$ cat src/hw/rx_pkg.sv
`default_nettype none

package rx_pkg;

	// frame memory layout
	localparam int SLOT_BITS = 7;
	localparam int MAX_COPIES = 5;
	localparam int ADDR_W = 10;
	localparam int MAX_PAYLOAD = 127;

	// ethernet framing and reflected crc32
	localparam logic [31:0] CRC_RESIDUE = 32'hDEBB20E3;
	localparam logic [31:0] CRC_POLY = 32'hEDB88320;
	localparam logic [7:0] PRE_BYTE = 8'h55;
	localparam logic [7:0] SFD_BYTE = 8'hD5;

	// code 2'b11 falls back to a single copy
	typedef enum logic [1:0] {RED_1 = 2'b00, RED_3 = 2'b01, RED_5 = 2'b10} redundancy_e;

	typedef enum logic [1:0] {SFD_HUNT, SFD_PAYLOAD, SFD_SKIP} sfd_state_e;

	typedef enum logic [1:0] {WR_IDLE, WR_STORE, WR_CLOSE, WR_WAIT_VOTE} wr_state_e;

	typedef enum logic [1:0] {V_IDLE, V_READ_LEN, V_READ_BYTE, V_EMIT} vote_state_e;

endpackage

`default_nettype wire
$ cat src/hw/sfd_strip.sv
`timescale 1ns/1ps
`default_nettype none

module sfd_strip import rx_pkg::*; (
	input wire clk125MHz,
	input wire reset,
	input wire [7:0] rx_data,
	input wire rx_valid,
	input wire rx_enable,
	output logic [7:0] pay_data,
	output logic pay_strobe,
	output logic pay_start,
	output logic pay_end
);

	sfd_state_e state;

	// end of payload as soon as the frame window closes
	assign pay_end = (state == SFD_PAYLOAD) && !rx_enable;

	always_ff @(posedge clk125MHz) begin
		if (reset) begin
			state <= SFD_HUNT;
			pay_strobe <= 1'b0;
			pay_start <= 1'b0;
		end else begin
			pay_strobe <= 1'b0;
			pay_start <= 1'b0;
			case (state)
				SFD_HUNT: if (rx_enable && rx_valid) begin
					if (rx_data == SFD_BYTE) begin
						state <= SFD_PAYLOAD;
						pay_start <= 1'b1;
					end else if (rx_data != PRE_BYTE) begin
						// not preamble so skip the rest of the frame
						state <= SFD_SKIP;
					end
				end
				SFD_PAYLOAD: if (!rx_enable) begin
					state <= SFD_HUNT;
				end else if (rx_valid) begin
					pay_data <= rx_data;
					pay_strobe <= 1'b1;
				end
				SFD_SKIP: if (!rx_enable) state <= SFD_HUNT;
				default: state <= SFD_HUNT;
			endcase
		end
	end

	a_strobe_in_payload: assert property (@(posedge clk125MHz) disable iff (reset)
		pay_strobe |-> state == SFD_PAYLOAD);

endmodule

`default_nettype wire

$ cat config.mk
export PLATFORM = sky130hd
export DESIGN_NAME = sfd_strip
export DESIGN_NICKNAME = d
export VERILOG_FILES = /design/src/hw/rx_pkg.sv /design/src/hw/sfd_strip.sv
export SDC_FILE = /design/constraint.sdc
export NUM_CORES = 1
export LEC_CHECK = 0
export BUFFER_PORTS_ARGS = -buffer_cell sky130_fd_sc_hd__buf_4
export CAP_MARGIN = 20
export CELL_PAD_IN_SITES_DETAIL_PLACEMENT = 0
export CELL_PAD_IN_SITES_GLOBAL_PLACEMENT = 1
export CORE_MARGIN = 2
export CORE_UTILIZATION = 32
export DETAILED_ROUTE_END_ITERATION = 10
export GPL_TIMING_DRIVEN = 0
export PLACE_DENSITY_LB_ADDON = 0.1
export SLEW_MARGIN = 20
export SYNTH_ARGS = -nofsm -noshare
export SYNTH_HDL_FRONTEND = slang
export SYNTH_SLANG_ARGS = --single-unit
$ cat constraint.sdc
create_clock -name clk125MHz -period 2 [get_ports clk125MHz]
set_clock_uncertainty 0.05 [all_clocks]
set_input_delay 0.2 -clock clk125MHz [delete_from_list [all_inputs] [get_ports clk125MHz]]
set_output_delay 0.2 -clock clk125MHz [all_outputs]
set_load 0.01 [all_outputs]
# Word level (Yosys, flattened, before mapping)
# Index checks and enable logic that the tools add are counted.
# Widths: inputs -> output; s select.
word_totals:
  reg_bits: 12
  latchBits: 0
  ram_bits: 0
  romBits: 0
  out_inout_bits: 11
  wordCells: 32
  memories: 0
op_classes:
  n_addsub: 0
  multipliers: 0
  n_div: 0
  magnitude_cmp: 0
  eq_ne: 7
  shifts: 0
  muxes: 7
  bitwise: 5
  n_reduce_logical: 9
op_table:
  columns: ["cell", "count"]
  rows:
  - ["$eq 8x8->1 const B", 1]
  - ["$mux 2", 4]
  - ["$ne 8x7->1 const B", 1]
  - ["$reduce_or 3->1", 2]
  - ["$not 1->1", 5]
  - ["$ne 2x2->1 const B", 2]
  - ["$pmux 2 s2", 1]
  - ["$reduce_and 4->1", 1]
  - ["$ne 3x3->1 const B", 1]
  - ["$reduce_and 3->1", 1]
  - ["$eq 2x1->1 const B", 1]
  - ["$eq 2x2->1 const B", 1]
  - ["$logic_and 1x1->1", 2]
  - ["$logic_not 2->1", 1]
  - ["$mux 1", 2]
  - ["$reduce_or 2->1", 1]
  - ["$logic_not 1->1", 1]

# Logic depth before layout (Yosys ltp)
# Gate-level depths: netlist of the first run.
logic_depth:
  ltp_word: 5
  depth_mapped: 5

# Worst setup path after synthesis of the first run
# OpenSTA, ideal clock, no wires.
synth_path:
  path_kind: "reg-to-reg"
  startpoint: "register state[1]"
  endpoint: "register pay_data[0] (enable)"
  setup_ns: 0.385
  arrival_ns: 1.188
  required_time_ns: 1.565
  path_slack_ns: 0.377
  path_stages_with_launch: 4
  path_buffers: 0
  path_cell_list: "dfxtp_1 -> inv_1 -> ha_1 -> nor3b_1"
synth_via:
  elab_chain_cells: 2
synth_rtl:
  columns: ["item", "line_no", "rtl"]
  rows:
  - ["start: declaration", "sfd_strip.sv:16", "sfd_state_e state;"]
  - ["start signal: assignment", "sfd_strip.sv:23", "state <= SFD_HUNT;"]
  - ["start signal: assignment", "sfd_strip.sv:32", "state <= SFD_PAYLOAD;"]
  - ["start signal: assignment", "sfd_strip.sv:36", "state <= SFD_SKIP;"]
  - ["$eq 2x1->1", "sfd_strip.sv:29", "case (state)"]
  - ["$reduce_and 4->1 (no source line)", null, null]
  - ["end signal: assignment", "sfd_strip.sv:42", "pay_data <= rx_data;"]
  - ["end: declaration", "sfd_strip.sv:10", "output logic [7:0] pay_data,"]
# No other way between the ends.
# A chain may end at the register's enable or synchronous reset.

# Worst setup path after layout of the first run
layout_path:
  startpoint: "register state[1]"
  endpoint: "register pay_start"
layout_via:
  elab_chain_cells: 3
layout_rtl:
  columns: ["item", "line_no", "rtl"]
  rows:
  - ["$logic_not 2->1", "sfd_strip.sv:29", null]
  - ["$not 1->1 (no source line)", null, null]
  - ["$reduce_or 3->1 (no source line)", null, null]
  - ["end signal: assignment", "sfd_strip.sv:25", "pay_start <= 1'b0;"]
  - ["end signal: assignment", "sfd_strip.sv:28", "pay_start <= 1'b0;"]
  - ["end signal: assignment", "sfd_strip.sv:33", "pay_start <= 1'b1;"]
  - ["end: declaration", "sfd_strip.sv:12", "output logic pay_start,"]
# No other way between the ends.

==> results of run 1 <==
## per-layer routing
| layer | GRT usage [%] | part of all wire (%) | vias to the layer above |
|---|---|---|---|
| met4 | 9.09 | 1.2 | 0 |
| met1 | 11.1 | 38 | 177 |
| li1 | - | - | 186 |
| met5 | 0 | 0 | - |
| met3 | 4.26 | 7.0 | 2 |
| met2 | 21.5 | 53 | 13 |
## sequential cells by signal, indices dropped and copies added, names as in the netlist
name and count:
pay_strobe 1, pay_data 8, state 2, pay_start 1
## layout make-up
| class | count | area, sq um | share of cell area, % |
|---|---|---|---|
| clock buffer | 4 | 26.3 | 3.72 |
| inverter | 3 | 11.3 | 1.59 |
| multi-input combinational | 20 | 164 | 23.2 |
| sequential | 12 | 320 | 45.3 |
| tap | 16 | 20.0 | 2.83 |
| timing repair buffer | 22 | 165 | 23.4 |
## kinds of logic (layout without fill, tap and decap cells)
logic type                 count (synthesis)  after routing  synth area share [%]
AOI/OAI and AO/OA                          6              6                  9.44
DFF                                       12             12                  65.3
buffers and inverters                      3             29                  2.30
and+or+nand+nor                           12             12                  17.9
adders and majority gates                  2              2                  5.10
## critical path, cell delays in order, from the launching register on
cell and delay (ns):
dfxtp_1 0.32, inv_1 0.08, ha_1 0.21, nand2b_1 0.07
or4_4 0.42, nor4b_1 0.29
## where the power goes
| group | internal, mW | total, mW | switching, mW | leakage, nW |
|---|---|---|---|---|
| Clock | 0.0769 | 0.148 | 0.0708 | 0.0150 |
| Sequential | 0.270 | 0.273 | 0.00291 | 0.104 |
| Combinational | 0.0405 | 0.0725 | 0.0319 | 0.165 |
## cells in the final DEF (no fill, tap or decap), drive strengths merged
master  instances
a21bo           1
a311oi          1
nand3           1
nor3b           2
dfxtp           4
nor4b           1
and4b           1
o41ai           1
clkbuf          4
inv             3
nor2b           1
nand2b          1
nand4b          2
nand2           2
ha              2
edfxtp          8
or4             1
a21o            1
a31oi           1
buf            22
a21oi           1
## path summary, 6_finish.rpt
kind                 end  depth (start not counted)       start
max            pay_start                          5    state[1]
min          pay_data[6]                          1  rx_data[6]
max reg2reg    pay_start                          5    state[1]
min reg2reg     state[1]                          2    state[1]
## stage by stage
step                      setup WS [ns]  hold WS, ns  area [sq um]  total power [mW]
after global routing              0.376       0.0441           707             0.523
after global placement            0.108        0.337           676             0.348
after detailed placement         0.0967        0.340           676             0.351
after floorplan                   0.377        0.219           490             0.317
final                             0.455       0.0703           707             0.493
after CTS                        0.0637       0.0591           702             0.502
==> reports/qor.csv, run 1 <==
stage,metric,value,unit
logic_synthesis,#FFs+latches synth,12,
cells_and_area,Post-Route Utilization,48.0,%
die,die width,43.2,microns
clock_tree,H-tree depth,1,
setup_path,CP Capture Type,flop,
logic_synthesis,top area cells in the synthesized netlist,"edfxtp_1 (49%), dfxtp_1 (16%), ha_1 (5.1%), nand4b_1 (3.6%), nor3b_1 (3.1%)",
setup_path,critical path class,reg -> reg,
die,IO Pins,23,
clock_tree,worst skew pair latency,0.26,ns
clock_tree,Clock Tree Buf Depth,2,
routing,1st-iter DRT viols,8,
cells_and_area,fill cell count,150,
logic_synthesis,number of flops mapped to enable cells by yosys,8,
logic_synthesis,share of the synthesized area in the top cell type,49.0,%
timing,"Slew Viols, Final",0,
timing,post-route setup TNS,0,ns
timing,crit path time final,1.54,ns
cells_and_area,Nets,76,
die,Die H,43.2,microns
setup_path,"critical path fanouts, max",4,
logic_synthesis,fraction of registers with async set/reset,0,%
logic_synthesis,"Seq/Total Area, Yosys",65.3,%
routing,Total Wirelength,982,microns
routing,Via density,4.91,
cells_and_area,Finished Layout Cells,77,
logic_synthesis,top post-synthesis cells by count,"edfxtp_1 (8), dfxtp_1 (4), inv_1 (3)",
global_route,grt total ovfl,0,
timing,achievable frequency,647,MHz
place,Placed Instances,73,
timing,fin crit share,77.2,%
clock_tree,Clock transition at path regs,0.07,ns
clock_tree,post-CTS sizing,0,
die,Initial Util,33.3,%
global_route,initial antenna violation count,0,
timing,RSZ-0062 raised after global routing,false,
setup_path,CP Launch Type,flop,
cells_and_area,fraction of layout cells with a size suffix above 1,45.9,%
global_route,global-route wire length before repair,1590,microns
flow_run,max cap viols,0,
hold_path,Worst Hold Class,in -> reg,
routing,routed vias,378,
cells_and_area,Layout area overhead,44.1,%
global_route,largest net degree at the start of global routing,9,
die,core area,1470,sq um
power,Pleak,0.284,nW
clock_tree,CTS tree,yes,
logic_synthesis,post-synthesis net count,49,
timing,Final Hold Fails,0,
global_route,vias in the first global route,380,
place,HPWL Detailed,826,microns
routing,DRT Pass-1 Iters,2,
logic_synthesis,Netlist Area Pre-Place,490,sq um
clock_tree,root buffer cell,clkbuf_4,
logic_synthesis,post-synthesis area per instance,14.0,sq um
cells_and_area,ANT cells,0,
power,pwr dens,698,nW/um^2
setup_path,critical path required time,2.10,ns
logic_synthesis,Cells after Synth,35,
logic_synthesis,Synth area leader,edfxtp_1,
logic_synthesis,Yosys cell types,19,
clock_tree,CTS sink count,12,
run_status,outcome,"complete, no violations",
place,port bufs,22,
logic_synthesis,most common cell in the netlist,edfxtp_1,
place,Final GP Congestion,0.711,
clock_tree,post-CTS setup buffers,0,
timing,final count of negative-setup-slack endpoints,0,
timing,Least-Margin Pin Slew,0.597,ns
clock_tree,Num CTS Buffers,3,
logic_synthesis,Main synth FF type,edfxtp_1,
global_route,GRT Total Usage,12.1,%
routing,residual DRC count,0,
die,die area,1860,sq um
setup_path,Worst Path Arrival,1.64,ns
power,VDD IR max,243,uV
setup_path,slack of the worst reg-to-reg path,0.46,ns
clock_tree,post-cts hold buffer count,0,
routing,Detail Route Antenna Nets,0,
logic_synthesis,warnings from Yosys,0,
timing,Worst slew margin,60.0,%
die,row count,14,
routing,WL/cell,12.8,microns
Power figures use the tool's default switching activity.
==> run 2, diff against run 1 <==
--- a/config.mk
+++ b/config.mk
@@ -10,7 +10,7 @@
 export CELL_PAD_IN_SITES_DETAIL_PLACEMENT = 0
 export CELL_PAD_IN_SITES_GLOBAL_PLACEMENT = 1
 export CORE_MARGIN = 2
-export CORE_UTILIZATION = 32
+export CORE_UTILIZATION = 29
 export DETAILED_ROUTE_END_ITERATION = 10
 export GPL_TIMING_DRIVEN = 0
 export PLACE_DENSITY_LB_ADDON = 0.1
==> constraint.sdc (replaced) <==
create_clock -name clk125MHz -period 1.3 [get_ports clk125MHz]
set_clock_uncertainty 0.05 [all_clocks]
set_input_delay 0.13 -clock clk125MHz [delete_from_list [all_inputs] [get_ports clk125MHz]]
set_output_delay 0.13 -clock clk125MHz [all_outputs]
set_load 0.01 [all_outputs]
==> run 2 against run 1 <==
Effect of this change:
- the run now ends with negative setup slack left
- sequential cell count unchanged
- clock-buffer cell count down 1
- final area up 18%
- sequential power up 55%
- first-iteration DRC count down 75%
- largest cell class unchanged
==> reports/qor.csv, run 2 (synthesis gave the netlist of run 1 again) <==
stage,metric,value,unit
die,IO Pins,23,
setup_path,CP endpoint,state[0],
routing,1st-iter DRT viols,2,
die,die area,2040,sq um
clock_tree,root buffer cell,clkbuf_4,
timing,Worst slew margin,78.0,%
die,die width,45.1,microns
routing,routed vias,430,
timing,Least-Margin Pin Slew,0.325,ns
routing,Detail Route Antenna Nets,0,
setup_path,reg2reg end,state[0],
power,VDD IR max,369,uV
cells_and_area,Layout area overhead,70.4,%
cells_and_area,"commonest non-fill, non-tap cells in the layout","buf_4 (24), edfxtp_1 (8), dlygate4sd3_1 (6)",
timing,fin crit share,108,%
place,HPWL Detailed,886,microns
routing,DRT Pass-1 Iters,2,
clock_tree,Clock transition at path regs,0.08,ns
global_route,grt total ovfl,0,
cells_and_area,fraction of layout cells with a size suffix above 1,54.3,%
cells_and_area,Post-Route Utilization,54.2,%
cells_and_area,Top reg by flops,pay_data,
clock_tree,H-tree depth,1,
clock_tree,worst skew pair latency,0.26,ns
setup_path,Setup crit start,state[1],
setup_path,critical path class,reg -> reg,
cells_and_area,Nets,85,
die,row count,14,
routing,WL/cell,13.8,microns
place,port bufs,22,
timing,achievable frequency,715,MHz
flow_run,max cap viols,0,
power,total chip power,806,uW
run_status,outcome,"complete, but fails checks",
power,pwr dens,965,nW/um^2
clock_tree,CTS sink count,12,
cells_and_area,ANT cells,0,
global_route,global-route wire length before repair,1950,microns
global_route,vias in the first global route,446,
timing,RSZ-0062 raised after global routing,true,
routing,Via density,5.00,
setup_path,slack of the worst reg-to-reg path,-0.1,ns
setup_path,CP Launch Type,flop,
routing,residual DRC count,0,
die,Initial Util,31.8,%
setup_path,CP Capture Type,flop,
routing,Total Wirelength,1190,microns
setup_path,Worst Path Arrival,1.51,ns
cells_and_area,max reg flops,8,
setup_path,Reg2Reg Depth,5,
clock_tree,CTS tree,yes,
die,Die H,45.1,microns
timing,final worst setup slack,-0.0993,ns
power,Pleak,0.344,nW
run_status,failing checks,negative setup slack,
clock_tree,Clock Tree Buf Depth,2,
timing,crit path time final,1.40,ns
cells_and_area,Top Registers,"pay_data x8, state x2",
setup_path,Critical R2R Launch,state[1],
setup_path,"critical path fanouts, max",2,
cells_and_area,"commonest non-fill, non-tap cell in the layout",buf_4,
clock_tree,Num CTS Buffers,3,
hold_path,Worst Hold Class,in -> reg,
timing,final count of negative-setup-slack endpoints,2,
die,core area,1540,sq um
setup_path,critical path required time,1.41,ns
global_route,largest net degree at the start of global routing,8,
global_route,initial antenna violation count,0,
timing,"Slew Viols, Final",0,
place,Final GP Congestion,0.721,
global_route,GRT Total Usage,14.3,%
timing,Final Hold Fails,0,
## run 2: final cells by class
class                      count  area [sq um]
tap                           16          20.0
inverter                       3          11.3
timing repair buffer          31           251
clock buffer                   3          22.5
sequential                    12           323
multi-input combinational     20           204
fill                         142           706
clock inverter                 1          3.75
## run 2: metrics by stage
step | instance area [sq um] | instances | setup WS [ns] | setup TNS (ns) | hold slack, ns
global placement | 696 | 73 | -0.110 | -0.554 | 0.266
global route | 836 | 86 | -0.148 | -0.518 | 0.00372
detailed placement | 696 | 73 | -0.147 | -1.12 | 0.269
finish | 836 | 86 | -0.0993 | -0.181 | 0.00835
floorplan | 510 | 35 | -0.0284 | -0.0522 | 0.149
CTS | 822 | 85 | -0.102 | -0.210 | -0.00231
## run 2: worst max-delay path: stages (launching register included)
cell and delay [ns]:
dfxtp_2 0.33, inv_2 0.07, ha_4 0.13, nand2b_1 0.05, or4_4 0.45, a311oi_2 0.22
## run 2: timing repair
action	4_1_cts	5_1_grt
endpoints found under the hold margin	6	1
setup buffers	3	0
endpoints found under the setup margin	12	9
pin swaps	0	0
resized for setup	7	1
hold buffers	5	1
## run 2: worst min path at each step
stage / start / endpoint / slack, ns / cells past startpoint
floorplan: reset / state[1] / 0.15 / 1
finish: rx_data[1] / pay_data[1] / 0.008 / 1
detailed placement: rx_data[2] / pay_data[2] / 0.27 / 1
CTS: rx_data[1] / pay_data[1] / -0.002 / 1
global route: rx_data[1] / pay_data[1] / 0.004 / 1
global placement: rx_data[3] / pay_data[3] / 0.27 / 1
## run 2: routing by layer
layer  global-route usage, %  routed length [microns]  up-vias
li1                        -                        -      205
met1                    11.8                      386      210
met2                    28.6                      721       13
met3                    4.00                       67        2
met4                    8.82                       12        0
met5                       0                        0        -
## run 2: where the power goes
group | switching (mW) | internal [mW]
logic | 0.0655 | 0.0941
registers | 0.00638 | 0.417
clock network | 0.113 | 0.111
==> run 3, diff against run 2 <==
--- a/config.mk
+++ b/config.mk
@@ -5,7 +5,7 @@
 export SDC_FILE = /design/constraint.sdc
 export NUM_CORES = 1
 export LEC_CHECK = 0
-export BUFFER_PORTS_ARGS = -buffer_cell sky130_fd_sc_hd__buf_4
+export BUFFER_PORTS_ARGS = -buffer_cell sky130_fd_sc_hd__buf_2
 export CAP_MARGIN = 20
 export CELL_PAD_IN_SITES_DETAIL_PLACEMENT = 0
 export CELL_PAD_IN_SITES_GLOBAL_PLACEMENT = 1
==> run 3 against run 2 <==
Effect of this change:
- the flow still finishes with violations (negative setup slack)
- critical path type unchanged
- worst hold slack better by 0.0087 ns
- setup slack better by 0.014 ns
- clock power is 32% higher
- combinational power is 9% lower
- largest power group unchanged
- fmax is 1.0% higher
- die area stayed put
- global-route usage is 2.3 points lower
==> reports/qor.csv, run 3 (synthesis gave the netlist of run 1 again) <==
stage,metric,value,unit
run_status,outcome,"complete, but fails checks",
run_status,failing checks,negative setup slack,
setup_path,critical path class,reg -> reg,
global_route,initial antenna violation count,0,
timing,Worst slew margin,79.5,%
clock_tree,CTS sink count,12,
setup_path,Worst Path Arrival,1.51,ns
global_route,vias in the first global route,379,
hold_path,Worst Hold Class,in -> reg,
global_route,grt total ovfl,0,
cells_and_area,Top Registers,"pay_data x8, state x2",
routing,residual DRC count,0,
clock_tree,Clock Tree Buf Depth,2,
global_route,global-route wire length before repair,1620,microns
global_route,global route hottest layer,met2,
timing,fin crit share,107,%
global_route,met3 GRT Util,4.00,%
cells_and_area,Nets,85,
setup_path,Critical R2R Launch,state[1],
routing,Via density,4.90,
routing,routed vias,421,
global_route,met1 Use GR,12.0,%
global_route,GRT met2 Usage,20.3,%
timing,"Slew Viols, Final",0,
timing,RSZ-0062 raised after global routing,true,
global_route,largest net degree at the start of global routing,8,
setup_path,Setup crit start,state[1],
die,Initial Util,31.8,%
cells_and_area,Layout area overhead,61.2,%
flow_run,max cap viols,0,
setup_path,Crit-path slowest cell,or4_4,
global_route,GRT Total Usage,12.0,%
die,core area,1540,sq um
setup_path,CP Launch Type,flop,
timing,final count of negative-setup-slack endpoints,2,
routing,Detail Route Antenna Nets,0,
place,port bufs,22,
timing,Hold WS,0.0171,ns
die,die area,2040,sq um
cells_and_area,"commonest non-fill, non-tap cells in the layout","buf_2 (22), edfxtp_1 (8), dlygate4sd3_1 (6)",
cells_and_area,Finished Layout Cells,86,
power,VDD IR max,512,uV
setup_path,"critical path fanouts, max",2,
setup_path,CP Capture Type,flop,
die,IO Pins,23,
die,die width,45.1,microns
die,row count,14,
routing,1st-iter DRT viols,4,
setup_path,critical path required time,1.43,ns
clock_tree,H-tree depth,1,
clock_tree,CTS tree,yes,
timing,post-route setup TNS,-0.169,ns
cells_and_area,ANT cells,0,
timing,achievable frequency,722,MHz
place,HPWL Detailed,705,microns
cells_and_area,Top reg by flops,pay_data,
cells_and_area,max reg flops,8,
power,pwr dens,1090,nW/um^2
timing,crit path time final,1.39,ns
routing,WL/cell,12.3,microns
routing,DRT Pass-1 Iters,2,
routing,Total Wirelength,1060,microns
clock_tree,worst skew pair latency,0.27,ns
timing,final worst setup slack,-0.0854,ns
timing,Final Hold Fails,0,
die,Die H,45.1,microns
hold_path,Hold Crit Start,rx_data[1],
setup_path,Worst path max stage delay,0.44,ns
cells_and_area,Post-Route Utilization,51.3,%
clock_tree,Clock transition at path regs,0.08,ns
place,Placed Instances,73,
cells_and_area,fraction of layout cells with a size suffix above 1,55.7,%
clock_tree,Num CTS Buffers,3,
setup_path,crit path cell chain,inv_2 -> ha_4 -> nand2b_1 -> or4_4 -> a311oi_2,
place,Final GP Congestion,0.688,
cells_and_area,"commonest non-fill, non-tap cell in the layout",buf_2,
power,total chip power,863,uW
clock_tree,root buffer cell,clkbuf_4,
timing,Least-Margin Pin Slew,0.304,ns
power,Pleak,0.333,nW
==> run 3: changes by cell type in the layout (fill, tap and decap cells not counted) <==
cell,change
buf_4,-22
clkinv_1,-1
buf_2,+22
clkbuf_8,+1
==> run 3: final cells by class <==
type                    count  area, sq um
inverters                   3         11.3
repair buffers             31          196
clock buffers               4         36.3
flip-flops and latches     12          323
fillers                   149          751
multi-input cells          20          204
well taps                  16         20.0
==> run 3: what timing repair did <==
item | CTS | global route
hold buffers | 4 | 2
resized for setup | 6 | 2
buffers inserted | 3 | 0
pin swaps | 1 | 0
endpoints found under the setup margin | 11 | 11
hold endpoints to repair | 4 | 2
==> run 3: critical path, delay by kind of cell (launching register included) <==
kind / cells / cell delay [ns]
flops: 1 / 0.33
simple gates: 2 / 0.49
compound gates: 1 / 0.21
fa+ha+maj: 1 / 0.13
buf+inv: 1 / 0.08
==> run 3: final timing paths <==
check	endpoint	slack, ns	depth (start not counted)
setup / recovery	state[0]	-0.09	5
hold / removal	pay_data[1]	0.02	1
setup reg to reg	state[0]	-0.09	5
hold reg to reg	state[1]	0.42	2
==> run 3: stage by stage <==
| step | area, sq um | setup slack [ns] |
|---|---|---|
| CTS | 766 | -0.0951 |
| finish | 791 | -0.0854 |
| detailed placement | 641 | -0.138 |
| global placement | 641 | -0.193 |
| floorplan | 510 | -0.0284 |
| global route | 791 | -0.128 |
==> run 3: report_power, final <==
part	switching, mW	internal [mW]	leakage [nW]
logic	0.0638	0.0816	0.207
registers	0.00557	0.416	0.105
clock network	0.126	0.170	0.0210
==> run 3: routing by layer <==
layer | vias up | routed length (microns)
met4 | 0 | 12
met1 | 201 | 399
met3 | 2 | 70
met5 | - | 0
met2 | 13 | 576
li1 | 205 | -
