`src/hw/rx_pkg.sv`:
```
`default_nettype none

package rx_pkg;

	// frame memory layout
	localparam int SLOT_BITS = 7;
	localparam int MAX_COPIES = 5;
	localparam int ADDR_W = 10;
	localparam int MAX_PAYLOAD = 127;

	// ethernet framing and reflected crc32
	localparam logic [31:0] CRC_RESIDUE = 32'hDEBB20E3;
	localparam logic [31:0] CRC_POLY = 32'hEDB88320;
	localparam logic [7:0] PRE_BYTE = 8'h55;
	localparam logic [7:0] SFD_BYTE = 8'hD5;

	// code 2'b11 falls back to a single copy
	typedef enum logic [1:0] {RED_1 = 2'b00, RED_3 = 2'b01, RED_5 = 2'b10} redundancy_e;

	typedef enum logic [1:0] {SFD_HUNT, SFD_PAYLOAD, SFD_SKIP} sfd_state_e;

	typedef enum logic [1:0] {WR_IDLE, WR_STORE, WR_CLOSE, WR_WAIT_VOTE} wr_state_e;

	typedef enum logic [1:0] {V_IDLE, V_READ_LEN, V_READ_BYTE, V_EMIT} vote_state_e;

endpackage

`default_nettype wire
```
`src/hw/wb_if.sv`:
```
`timescale 1ns/1ps
`default_nettype none

interface wb_if import rx_pkg::*; ();

	logic [ADDR_W-1:0] adr;
	logic [7:0] dat_w;
	logic [7:0] dat_r;
	logic we;
	logic stb;
	logic cyc;
	logic ack;

	modport master (
		output adr, dat_w, we, stb, cyc,
		input dat_r, ack
	);

	modport slave (
		input adr, dat_w, we, stb, cyc,
		output dat_r, ack
	);

endinterface

`default_nettype wire

```
`src/hw/wb_arbiter.sv`:
```
`timescale 1ns/1ps
`default_nettype none

module wb_arbiter (
	input wire clk125MHz,
	input wire reset,
	wb_if.slave wb_w,
	wb_if.slave wb_v,
	wb_if.master wb_m
);

	logic gnt_w;
	logic gnt_v;

	// writer first, grant held until its cyc drops
	always_ff @(posedge clk125MHz) begin
		if (reset) begin
			gnt_w <= 1'b0;
			gnt_v <= 1'b0;
		end else if (gnt_w) begin
			gnt_w <= wb_w.cyc;
		end else if (gnt_v) begin
			gnt_v <= wb_v.cyc;
		end else if (wb_w.cyc) begin
			gnt_w <= 1'b1;
		end else if (wb_v.cyc) begin
			gnt_v <= 1'b1;
		end
	end

	always_comb begin
		wb_m.adr = gnt_w ? wb_w.adr : wb_v.adr;
		wb_m.dat_w = gnt_w ? wb_w.dat_w : wb_v.dat_w;
		wb_m.we = gnt_w ? wb_w.we : wb_v.we;
		wb_m.cyc = (gnt_w && wb_w.cyc) || (gnt_v && wb_v.cyc);
		wb_m.stb = (gnt_w && wb_w.stb) || (gnt_v && wb_v.stb);
	end

	assign wb_w.ack = gnt_w && wb_m.ack;
	assign wb_v.ack = gnt_v && wb_m.ack;
	assign wb_w.dat_r = gnt_w ? wb_m.dat_r : 8'h00;
	assign wb_v.dat_r = gnt_v ? wb_m.dat_r : 8'h00;

endmodule

`default_nettype wire

```
`src/flat_wrapper.sv`:
```
// flat-port wrapper written by rule: the top's interface ports become plain ports
module wb_arbiter_flat 
  (clk125MHz, reset, wb_w_adr, wb_w_dat_w, wb_w_we, wb_w_stb, wb_w_cyc, wb_w_dat_r, wb_w_ack, wb_v_adr, wb_v_dat_w, wb_v_we, wb_v_stb, wb_v_cyc, wb_v_dat_r, wb_v_ack, wb_m_adr, wb_m_dat_w, wb_m_we, wb_m_stb, wb_m_cyc, wb_m_dat_r, wb_m_ack);
  wb_if wb_w_i ();
  wb_if wb_v_i ();
  wb_if wb_m_i ();
  input wire clk125MHz;
  input wire reset;
  input wire logic [$bits(wb_w_i.adr)-1:0] wb_w_adr;
  input wire logic [$bits(wb_w_i.dat_w)-1:0] wb_w_dat_w;
  input wire logic [$bits(wb_w_i.we)-1:0] wb_w_we;
  input wire logic [$bits(wb_w_i.stb)-1:0] wb_w_stb;
  input wire logic [$bits(wb_w_i.cyc)-1:0] wb_w_cyc;
  output wire logic [$bits(wb_w_i.dat_r)-1:0] wb_w_dat_r;
  output wire logic [$bits(wb_w_i.ack)-1:0] wb_w_ack;
  input wire logic [$bits(wb_v_i.adr)-1:0] wb_v_adr;
  input wire logic [$bits(wb_v_i.dat_w)-1:0] wb_v_dat_w;
  input wire logic [$bits(wb_v_i.we)-1:0] wb_v_we;
  input wire logic [$bits(wb_v_i.stb)-1:0] wb_v_stb;
  input wire logic [$bits(wb_v_i.cyc)-1:0] wb_v_cyc;
  output wire logic [$bits(wb_v_i.dat_r)-1:0] wb_v_dat_r;
  output wire logic [$bits(wb_v_i.ack)-1:0] wb_v_ack;
  output wire logic [$bits(wb_m_i.adr)-1:0] wb_m_adr;
  output wire logic [$bits(wb_m_i.dat_w)-1:0] wb_m_dat_w;
  output wire logic [$bits(wb_m_i.we)-1:0] wb_m_we;
  output wire logic [$bits(wb_m_i.stb)-1:0] wb_m_stb;
  output wire logic [$bits(wb_m_i.cyc)-1:0] wb_m_cyc;
  input wire logic [$bits(wb_m_i.dat_r)-1:0] wb_m_dat_r;
  input wire logic [$bits(wb_m_i.ack)-1:0] wb_m_ack;
  assign wb_w_i.adr = wb_w_adr;
  assign wb_w_i.dat_w = wb_w_dat_w;
  assign wb_w_i.we = wb_w_we;
  assign wb_w_i.stb = wb_w_stb;
  assign wb_w_i.cyc = wb_w_cyc;
  assign wb_w_dat_r = wb_w_i.dat_r;
  assign wb_w_ack = wb_w_i.ack;
  assign wb_v_i.adr = wb_v_adr;
  assign wb_v_i.dat_w = wb_v_dat_w;
  assign wb_v_i.we = wb_v_we;
  assign wb_v_i.stb = wb_v_stb;
  assign wb_v_i.cyc = wb_v_cyc;
  assign wb_v_dat_r = wb_v_i.dat_r;
  assign wb_v_ack = wb_v_i.ack;
  assign wb_m_adr = wb_m_i.adr;
  assign wb_m_dat_w = wb_m_i.dat_w;
  assign wb_m_we = wb_m_i.we;
  assign wb_m_stb = wb_m_i.stb;
  assign wb_m_cyc = wb_m_i.cyc;
  assign wb_m_i.dat_r = wb_m_dat_r;
  assign wb_m_i.ack = wb_m_ack;
  wb_arbiter u_core (.clk125MHz(clk125MHz), .reset(reset), .wb_w(wb_w_i), .wb_v(wb_v_i), .wb_m(wb_m_i));
endmodule
```
`config.mk`:
```
export PLATFORM = sky130hd
export DESIGN_NAME = wb_arbiter_flat
export DESIGN_NICKNAME = d
export VERILOG_FILES = /design/src/hw/rx_pkg.sv /design/src/hw/wb_if.sv /design/src/hw/wb_arbiter.sv /design/src/flat_wrapper.sv
export SDC_FILE = /design/constraint.sdc
export NUM_CORES = 1
export LEC_CHECK = 0
export ABC_AREA = 1
export BUFFER_PORTS_ARGS = -buffer_cell sky130_fd_sc_hd__buf_4
export CAP_MARGIN = 20
export CORE_MARGIN = 2
export CORE_UTILIZATION = 26
export DETAILED_ROUTE_END_ITERATION = 10
export PLACE_DENSITY = 0.8
export SYNTH_ARGS = -nofsm -noshare
export SYNTH_HDL_FRONTEND = slang
export SYNTH_SLANG_ARGS = --single-unit
```
`constraint.sdc`:
```
create_clock -name clk125MHz -period 1 [get_ports clk125MHz]
set_input_delay 0.2 -clock clk125MHz [delete_from_list [all_inputs] [get_ports clk125MHz]]
set_output_delay 0.2 -clock clk125MHz [all_outputs]
set_load 0.03 [all_outputs]
```
; Yosys cells after proc, flatten, opt, wreduce, memory -nomap -nowiden
; Index checks and enable logic that the tools add are counted.
[totals]
reg_bits = 2
in_bits = 53
[classes]
mux = 11
reduce_logical = 8
[ops]
columns = operator, n
row1 = 8-bit two-way mux, 3
row2 = 10-bit two-way mux, 1
row3 = 1-bit two-way mux, 7
row4 = 1-bit logical AND, 6
row5 = 1-bit logical OR, 2

; Logic depth before layout (Yosys ltp)
; Gate-level depths: netlist of run 1.
[logic_depth]
ltp_word = 3
ltp_mapped = 5
depth_no_buf = 3

; Worst setup path before layout of run 1
; Ideal clock, no wire load.
[synth_timing]
path_kind = register to output
startpoint = reg u_core.gnt_w
endpoint = out wb_m_adr[7]
arrival_ns = 0.835
slack_ns = -0.035
path_stages_with_launch = 6
path_cell_list = dfxtp_1 -> buf_6 -> inv_2 -> buf_6 -> nand2_1 -> nand2_1
[synth_between]
elab_chain_len = 1
[synth_lines]
columns = item, line
row1 = start: declaration, wb_arbiter.sv:12  ; logic gnt_w;
row2 = start signal: assignment, wb_arbiter.sv:21  ; gnt_w <= wb_w.cyc;
row3 = 10-bit two-way mux, wb_arbiter.sv:32  ; wb_m.adr = gnt_w ? wb_w.adr : wb_v.adr;
row4 = end: declaration, flat_wrapper.sv:23  ; output wire logic [$bits(wb_m_i.adr)-1:0] wb_m_adr;
; No other way between the ends.

; Worst setup path after layout of run 1
[layout_timing]
startpoint = reg u_core.gnt_w
endpoint = out wb_m_dat_w[6]
[layout_between]
elab_chain_len = 1
[layout_lines]
columns = item, line
row1 = 8-bit two-way mux, wb_arbiter.sv:33  ; wb_m.dat_w = gnt_w ? wb_w.dat_w : wb_v.dat_w;
row2 = end: declaration, flat_wrapper.sv:24  ; output wire logic [$bits(wb_m_i.dat_w)-1:0] wb_m_dat_w;
; No other way between the ends.

==> results.yml, run 1 <==
worst_setup_path:
  critPathArrivalTime_ps: 1130
  crit_end: "wb_m_dat_w[6]"
  reg2reg_to: "u_core.gnt_v$_SDFFE_PP0N_"
  cp-start-kind: "register"
  cp.depth: 4
  path_class: "reg2out"
  cp-startpoint: "u_core.gnt_w$_SDFF_PP0_"
  worstPathBufferInverterCount: 2
  slowest_delay_ps: 440
  slowest_stage: "dfxtp_4"
  worstPathCellList: "buf_6 > nand2_1 > nand2_2 > buf_6"
  required_ps: 800
  crit_path_frequent_cell: "buf_6"
  end_kind: "output port"
  r2r-start: "u_core.gnt_w$_SDFF_PP0_"
  path_delay_family: "flip-flops"
  cp_max_fo: 6
  reg2regPathDepth: 3
  reg2reg_slack_ps: 50
drt:
  drc: 0
  drt_iter0_drc: 18
  num_vias: 1108
  vias_per_cell: 4.655
  drt_wl_total_um: 3490
  dr.pass1.iters: 4
  ant_nets: 0
  wire_per_inst_um: 14.66
timing:
  relSlewSlack_pct: 87.54
  hold_viol_final: 0
  skew_ps: 16.83
  finalSetupViolCount: 39
  fin_crit_sh_pct: 132.9
  fin_tns_setup_ps: -9838
  rsz0062_at_grt: "true"
  fin_ws_ps: -328.6
  fin_crit_ps: 1329
  fmaxAchievable_mhz: 752.7
  tightest_slew_ps: 185.0
  slew_viol_final: 0
placement:
  port_buffers: 91
  postPlaceCellArea_um2: 1255
  finalWeightedCongestion: 0.6837
  dp.cells: 232
  dp_hpwl_um: 1961
finish:
  fin_nets: 266
  area_growth_pct: 218.9
  final_util_pct: 85.39
  design_area_um2: 1624
  layout-drive-gt1-share_pct: 81.99
  layoutNonFillerInstCount: 238
  antennaDiodeCount: 0
clocking:
  htree_levels: 1
  clk_latency_ps: 240
  cts_buffers: 3
  postCtsSetupRepairBufs: 0
  hold_buffers: 0
  clockBufferDepth: 2
  cts_tree: "built"
  cts-root-buf: "clkbuf_4"
  clock-sinks: 2
  cts.clk_slew.worst_paths_ps: 40
grt:
  antenna_found_initial: 0
  use_met3_pct: 8.889
  overflow: 0
  grt_max_degree: 21
  top_usage_layer: "met2"
  grt_pass1_vias: 911
  grt_util_met2_pct: 47.11
  grt_pass1_wl_um: 3732
  track_usage_pct: 22.67
  global_route.usage.met1_pct: 20.09
power_and_ir_drop:
  p_sw_uw: 569.4
  p_leak_nw: 1.012
  p_int_uw: 649.3
  p_total_mw: 1.219
  swShare_pct: 46.72
  combPwrFrac_pct: 75.4
  ir_drop_v: 0.0006976
  sequentialPowerShare_pct: 8.1
  p_per_area_nw_per_um2: 750.4
  p_clk_share_pct: 16.5
floorplan:
  start_util_pct: 26.78
  rows: 16
  core_um2: 1902
  die_w_um: 48.26
  dieArea_um2: 2329
  ios: 92
  die_h_um: 48.26
synth:
  yosys.area.top_type: "nand2_1"
  synth_top_area_share_pct: 60.44
  syn-cell-area_um2: 509.2
  ys_seq_elements: 2
  yosys-top-cells-area: "nand2_1 60%, inv_1 14%, dfxtp_1 7.9%"
  syn_avg_cell_area_um2: 4.390
  yosysSeqAreaShare_pct: 7.862
  synth_warnings: 0
  synthCells: 116
  syn_nets: 169
  ys_types: 10
min_path:
  hold_path_depth: 4
  hold_class: "in2reg"
outcome:
  failed_checks: "negative setup slack"
  outcome: "finished with violations"
flow_run:
  max_cap_violations: 0
layout by cell type (no fill, tap or decap):
master | synthesis | routed
o21ai_0 | 1 | 1
nand2_2 | 0 | 41
nand2_4 | 0 | 10
buf_6 | 3 | 43
clkbuf_4 | 0 | 3
nand2_1 | 82 | 31
buf_4 | 3 | 53
buf_8 | 0 | 3
inv_8 | 0 | 1
nor2_1 | 3 | 3
a21oi_2 | 1 | 1
dfxtp_4 | 0 | 2
inv_2 | 1 | 16
inv_1 | 19 | 3
repair_timing:
action                     in CTS  in global routing
setup endpoints to repair      39                 39
pin swaps                       7                  4
gates resized for setup        83                 31
gates cloned                    3                  0
state kept, by name, summed over array words and instances, names as in the netlist:
name          count
u_core.gnt_w      1
u_core.gnt_v      1
layout make-up:
cell class	count	area, um2
timing repair buffer	99	927.1
multi-input combinational	87	510.5
fill	96	277.8
inverter	20	82.58
sequential	2	47.55
tap	27	33.78
clock buffer	3	22.52
layer usage:
layer  vias up  wire length, um
met5         -                0
met4         0               48
met3         8              319
met2        74             1945
met1       509             1176
li1        517                -
stage by stage:
stage	setup WS, ps	hold slack (ps)
after floorplan	13.13	336.1
after global placement	-102.4	457.1
after detailed placement	-122.6	460.0
after CTS	-249.0	211.7
after global routing	-356.7	239.7
final	-328.6	211.9
cells by family after synthesis:
kind of cell           share of synthesized area, %
buffers and inverters                         26.78
flip-flops                                    7.863
AO/OA/AOI/OAI                                 2.702
AND/OR/NAND/NOR                               62.65
Yosys cell counts:
cell,count
nor2_1,3
inv_2,1
o21ai_0,1
nand2_1,82
inv_1,19
buf_6,3
buf_4,3
a21oi_2,1
dfxtp_1,2
buf_2,1
how the worst min path moves through the flow:
stage / slack, ps / to / from
after floorplan: 340 / u_core.gnt_w$_SDFF_PP0_ / wb_w_cyc
after global placement: 460 / u_core.gnt_w$_SDFF_PP0_ / reset
final: 210 / u_core.gnt_w$_SDFF_PP0_ / reset
after CTS: 210 / u_core.gnt_w$_SDFF_PP0_ / reset
after global routing: 240 / u_core.gnt_w$_SDFF_PP0_ / wb_w_cyc
after detailed placement: 460 / u_core.gnt_w$_SDFF_PP0_ / reset
worst reg2reg max path: stages, from the launching register on:
cell     delay [ps]
dfxtp_4         400
buf_6           160
o21ai_0         190
nor2_1           70
power groups by stage:
stage	Clock (mW)	Sequential, mW	Combinational (mW)
floorplan	0	0.0892	0.394
global placement	0	0.0900	0.710
detailed placement	0	0.0905	0.722
CTS	0.188	0.0975	0.854
global route	0.221	0.0996	0.967
finish	0.201	0.0986	0.919
No activity file was read; power rests on OpenSTA's default activity.
==> run 2, diff against run 1 <==
ABC_CLOCK_PERIOD_IN_PS = 1000   (was not set)
CORE_UTILIZATION = 27   (was 26)
CTS_BUF_LIST = sky130_fd_sc_hd__clkbuf_2 sky130_fd_sc_hd__clkbuf_4 sky130_fd_sc_hd__clkbuf_8   (was not set)
PLACE_DENSITY = 0.82   (was 0.8)
==> results.yml, run 2 (same netlist as run 1, synthesis figures left out) <==
drt:
  ant_nets: 0
  num_vias: 1141
  vias_per_cell: 4.794
  wire_per_inst_um: 15.39
  drt_wl_total_um: 3663
  dr.pass1.iters: 4
  drc: 0
  drt_iter0_drc: 22
grt:
  track_usage_pct: 23.19
  antenna_found_initial: 0
  grt_pass1_wl_um: 3663
  overflow: 0
  grt_pass1_vias: 946
  grt_max_degree: 16
floorplan:
  start_util_pct: 29.18
  dieArea_um2: 2250
  rows: 15
  core_um2: 1745
  ios: 92
  die_h_um: 47.43
  die_w_um: 47.43
clocking:
  cts_tree: "built"
  htree_levels: 1
  clock-sinks: 2
  clk_latency_ps: 230
  cts_buffers: 3
  cts.clk_slew.worst_paths_ps: 30
  clockBufferDepth: 2
  cts-root-buf: "clkbuf_4"
timing:
  relSlewSlack_pct: 83.38
  finalSetupViolCount: 39
  fin_tns_setup_ps: -8706
  fin_ws_ps: -283.5
  rsz0062_at_grt: "true"
  fmaxAchievable_mhz: 779.1
  skew_ps: 4.523
  tightest_slew_ps: 246.7
  hold_viol_final: 0
  slew_viol_final: 0
  fin_crit_ps: 1284
  fin_crit_sh_pct: 128.4
worst_setup_path:
  slowest_stage: "dfxtp_4"
  cp_max_fo: 15
  path_class: "reg2out"
  required_ps: 800
  end_kind: "output port"
  cp-start-kind: "register"
  critPathArrivalTime_ps: 1080
  slowest_delay_ps: 370
  worstPathCellList: "buf_8 > nand2_1 > inv_1 > buf_4"
finish:
  final_util_pct: 93.98
  reg_top3: "u_core.gnt_v: 1 flops, u_core.gnt_w: 1 flops"
  layout_commonest_cell: "buf_4"
  layout-drive-gt1-share_pct: 82.16
  antennaDiodeCount: 0
  final_cell_mix: "58 x buf_4, 43 x nand2_2, 38 x buf_6, 30 x nand2_1, 15 x inv_2"
  fin_nets: 268
  area_growth_pct: 222.1
placement:
  finalWeightedCongestion: 0.7215
  port_buffers: 91
  dpl_worst_slack_ps: -93.37
  dp_hpwl_um: 1832
min_path:
  hold_class: "in2reg"
power_and_ir_drop:
  ir_drop_v: 0.0007117
  p_leak_nw: 1.018
  p_per_area_nw_per_um2: 744.2
  p_total_mw: 1.221
outcome:
  failed_checks: "negative setup slack"
  outcome: "finished with violations"
flow_run:
  max_cap_violations: 0
run 2: changes by cell type in the layout (fill, tap and decap cells not counted), sizes merged:
cell	previous run	this run
buf	99	100
clkbuf	3	4
run 2: routing by layer:
metal | up-vias | wire, um | GRT usage [%]
met2 | 81 | 2019 | 47.84
met3 | 20 | 299 | 9.811
li1 | 521 | - | -
met1 | 519 | 1220 | 19.64
met4 | 0 | 124 | 6.111
met5 | - | 0 | 0
run 2: report_power, final:
part	internal [mW]	switching (mW)
Combinational	0.445	0.496
Sequential	0.0841	0.00947
Clock	0.133	0.0536
run 2: final timing paths:
check | startpoint | endpoint | slack (ps) | cells past startpoint
hold reg to reg | u_core.gnt_v$_SDFFE_PP0N_ | u_core.gnt_w$_SDFF_PP0_ | 560 | 2
hold / removal | reset | u_core.gnt_w$_SDFF_PP0_ | 220 | 4
setup reg to reg | u_core.gnt_w$_SDFF_PP0_ | u_core.gnt_v$_SDFFE_PP0N_ | 10 | 3
setup / recovery | u_core.gnt_w$_SDFF_PP0_ | wb_w_dat_r[3] | -280 | 4
run 2: critical path, delay by kind of cell (launching register included):
family / cells / cell delay [ps]
buffers and inverters: 3 / 380
DFF: 1 / 370
and+or+nand+nor: 1 / 90
run 2: per-stage QoR:
step                instance area [um2]  hold slack [ps]  instances
finish                             1640            221.7        238
global placement                   1287            459.2        233
global route                       1640            214.5        238
floorplan                         561.8            336.1        116
CTS                                1513            206.7        237
detailed placement                 1287            459.4        233
run 2: area by class of cell:
| class | count | area [um2] |
|---|---|---|
| Fill cell | 55 | 105.1 |
| Inverter | 20 | 77.57 |
| Clock buffer | 3 | 22.52 |
| Tap cell | 25 | 31.28 |
| Timing Repair Buffer | 101 | 953.4 |
| Multi-Input combinational cell | 87 | 508.0 |
| Sequential cell | 2 | 47.55 |
run 2: repair_timing:
action / in CTS / in global routing
hold buffers: 0 / 0
buffers inserted: 1 / 0
endpoints found under the setup margin: 39 / 39
resized for setup: 73 / 31
cloned: 0 / 1
pin swaps: 0 / 0
==> run 3, diff against run 2 <==
REMOVE_ABC_BUFFERS = 1   (was not set)
SKIP_LAST_GASP = 1   (was not set)
==> results.yml, run 3 (same netlist as run 1, synthesis figures left out) <==
outcome:
  outcome: "finished with violations"
  failed_checks: "negative setup slack"
placement:
  dp.cells: 231
  port_buffers: 91
  finalWeightedCongestion: 0.6383
  dp_hpwl_um: 1857
  dpl_worst_slack_ps: -103.9
floorplan:
  die_h_um: 47.43
  start_util_pct: 29.18
  core_um2: 1745
  ios: 92
  rows: 15
  dieArea_um2: 2250
  die_w_um: 47.43
clocking:
  htree_levels: 1
  clockBufferDepth: 2
  cts.clk_slew.worst_paths_ps: 30
  cts_buffers: 3
  cts_tree: "built"
  clk_latency_ps: 230
  cts-root-buf: "clkbuf_4"
  clock-sinks: 2
timing:
  finalSetupViolCount: 39
  slew_viol_final: 0
  rsz0062_at_grt: "true"
  fin_tns_setup_ps: -9450
  fin_ws_ps: -317.3
  fmaxAchievable_mhz: 759.1
  fin_crit_sh_pct: 131.7
  fin_crit_ps: 1317
  relSlewSlack_pct: 88.42
  skew_ps: 2.157
  tightest_slew_ps: 173.6
  hold_viol_final: 0
worst_setup_path:
  path_delay_family: "flip-flops"
  required_ps: 800
  r2r-start: "u_core.gnt_w$_SDFF_PP0_"
  path_class: "reg2out"
  reg2regPathDepth: 4
  worstPathCellList: "clkbuf_16 > nand2_2 > nand2_2 > buf_6"
  slowest_stage: "dfxtp_4"
  worstPathBufferInverterCount: 2
  crit_path_frequent_cell: "nand2_2"
  critPathArrivalTime_ps: 1120
  end_kind: "output port"
  slowest_delay_ps: 440
  cp_max_fo: 6
  reg2reg_to: "u_core.gnt_v$_SDFFE_PP0N_"
  reg2reg_slack_ps: 70
  cp-start-kind: "register"
min_path:
  min_to: "u_core.gnt_v$_SDFFE_PP0N_"
  hold_class: "in2reg"
  hold_start: "reset"
  hold_path_depth: 4
finish:
  reg_top3: "u_core.gnt_v: 1 flops, u_core.gnt_w: 1 flops"
  layout_commonest_cell: "buf_4"
  final_cell_mix: "53 x buf_4, 49 x nand2_2, 42 x buf_6, 26 x nand2_1, 16 x inv_2"
  layout-drive-gt1-share_pct: 84.36
  fin_nets: 266
  area_growth_pct: 220.6
  num-fill-cells: 62
  antennaDiodeCount: 0
  layoutNonFillerInstCount: 236
  final_util_pct: 93.55
drt:
  drc: 0
  wire_per_inst_um: 16.28
  vias_per_cell: 4.864
  drt_wl_total_um: 3842
  drt_iter0_drc: 8
  ant_nets: 0
  num_vias: 1148
  dr.pass1.iters: 4
grt:
  grt_pass1_wl_um: 3505
  antenna_found_initial: 0
  track_usage_pct: 21.94
  grt_pass1_vias: 906
  overflow: 0
  grt_max_degree: 21
power_and_ir_drop:
  p_leak_nw: 0.9981
  ir_drop_v: 0.0006171
  p_per_area_nw_per_um2: 748.3
flow_run:
  max_cap_violations: 0
## run 3: cell count changes in the layout (fill, tap and decap cells not counted)
cell and change:
buf_12 -1, inv_4 -1, nand2_4 -2, inv_1 -1, nand2_2 +6, inv_2 +1, buf_6 +4, nand2_1 -4
buf_4 -5, inv_8 +1
## run 3: repair_timing
action | 4_1_cts | 5_1_grt
hold buffers | 0 | 0
pin swaps | 1 | 14
resized for setup | 63 | 72
cloned | 1 | 1
setup buffers | 0 | 0
endpoints found under the setup margin | 39 | 39
## run 3: tightest hold or removal path, stage by stage
cell	delay (ps)
buf_4	80
inv_1	50
o21ai_0	70
nor2_1	50
## run 3: area by class of cell
cell class	instances	area (um2)	area share, %
clock buffer	3	22.52	1.379
inverter	20	82.58	5.057
multi-input combinational	87	508.0	31.11
timing repair buffer	99	940.9	57.62
sequential	2	47.55	2.912
tap	25	31.28	1.916
## run 3: through the flow
stage / total power, mW / area (um2) / hold slack [ps]
4_1_cts: 1.067 / 1411 / 223.1
3_3_place_gp: 0.7730 / 1207 / 459.1
2_1_floorplan: 0.4259 / 447.9 / 336.1
5_1_grt: 1.282 / 1633 / 257.5
3_5_place_dp: 0.7844 / 1207 / 464.7
6_report: 1.222 / 1633 / 264.2
## run 3: how the worst max path moves through the flow
stage | from | to | slack (ps) | cells after the start
finish | u_core.gnt_w$_SDFF_PP0_ | wb_m_cyc | -320 | 4
global route | u_core.gnt_w$_SDFF_PP0_ | wb_m_adr[9] | -360 | 4
CTS | u_core.gnt_w$_SDFF_PP0_ | wb_m_dat_w[5] | -250 | 4
detailed placement | u_core.gnt_w$_SDFF_PP0_ | wb_m_dat_w[5] | -100 | 4
global placement | u_core.gnt_w$_SDFF_PP0_ | wb_m_adr[4] | -60 | 4
floorplan | u_core.gnt_w$_SDFF_PP0_ | wb_m_adr[0] | -560 | 3
## run 3: power by group
group,switching [mW],leakage [nW],internal [mW]
clock,0.0479,0.0138,0.132
combinational,0.504,0.967,0.439
sequential,0.0147,0.0178,0.0842
## run 3: per-layer routing
layer  global-route usage (%)  vias up  part of all wire [%]
li1                         -      519                     -
met1                    21.62      544                    29
met2                    44.32       65                    61
met3                    2.642       20                   4.7
met4                    10.00        0                   5.1
met5                        0        -                     0
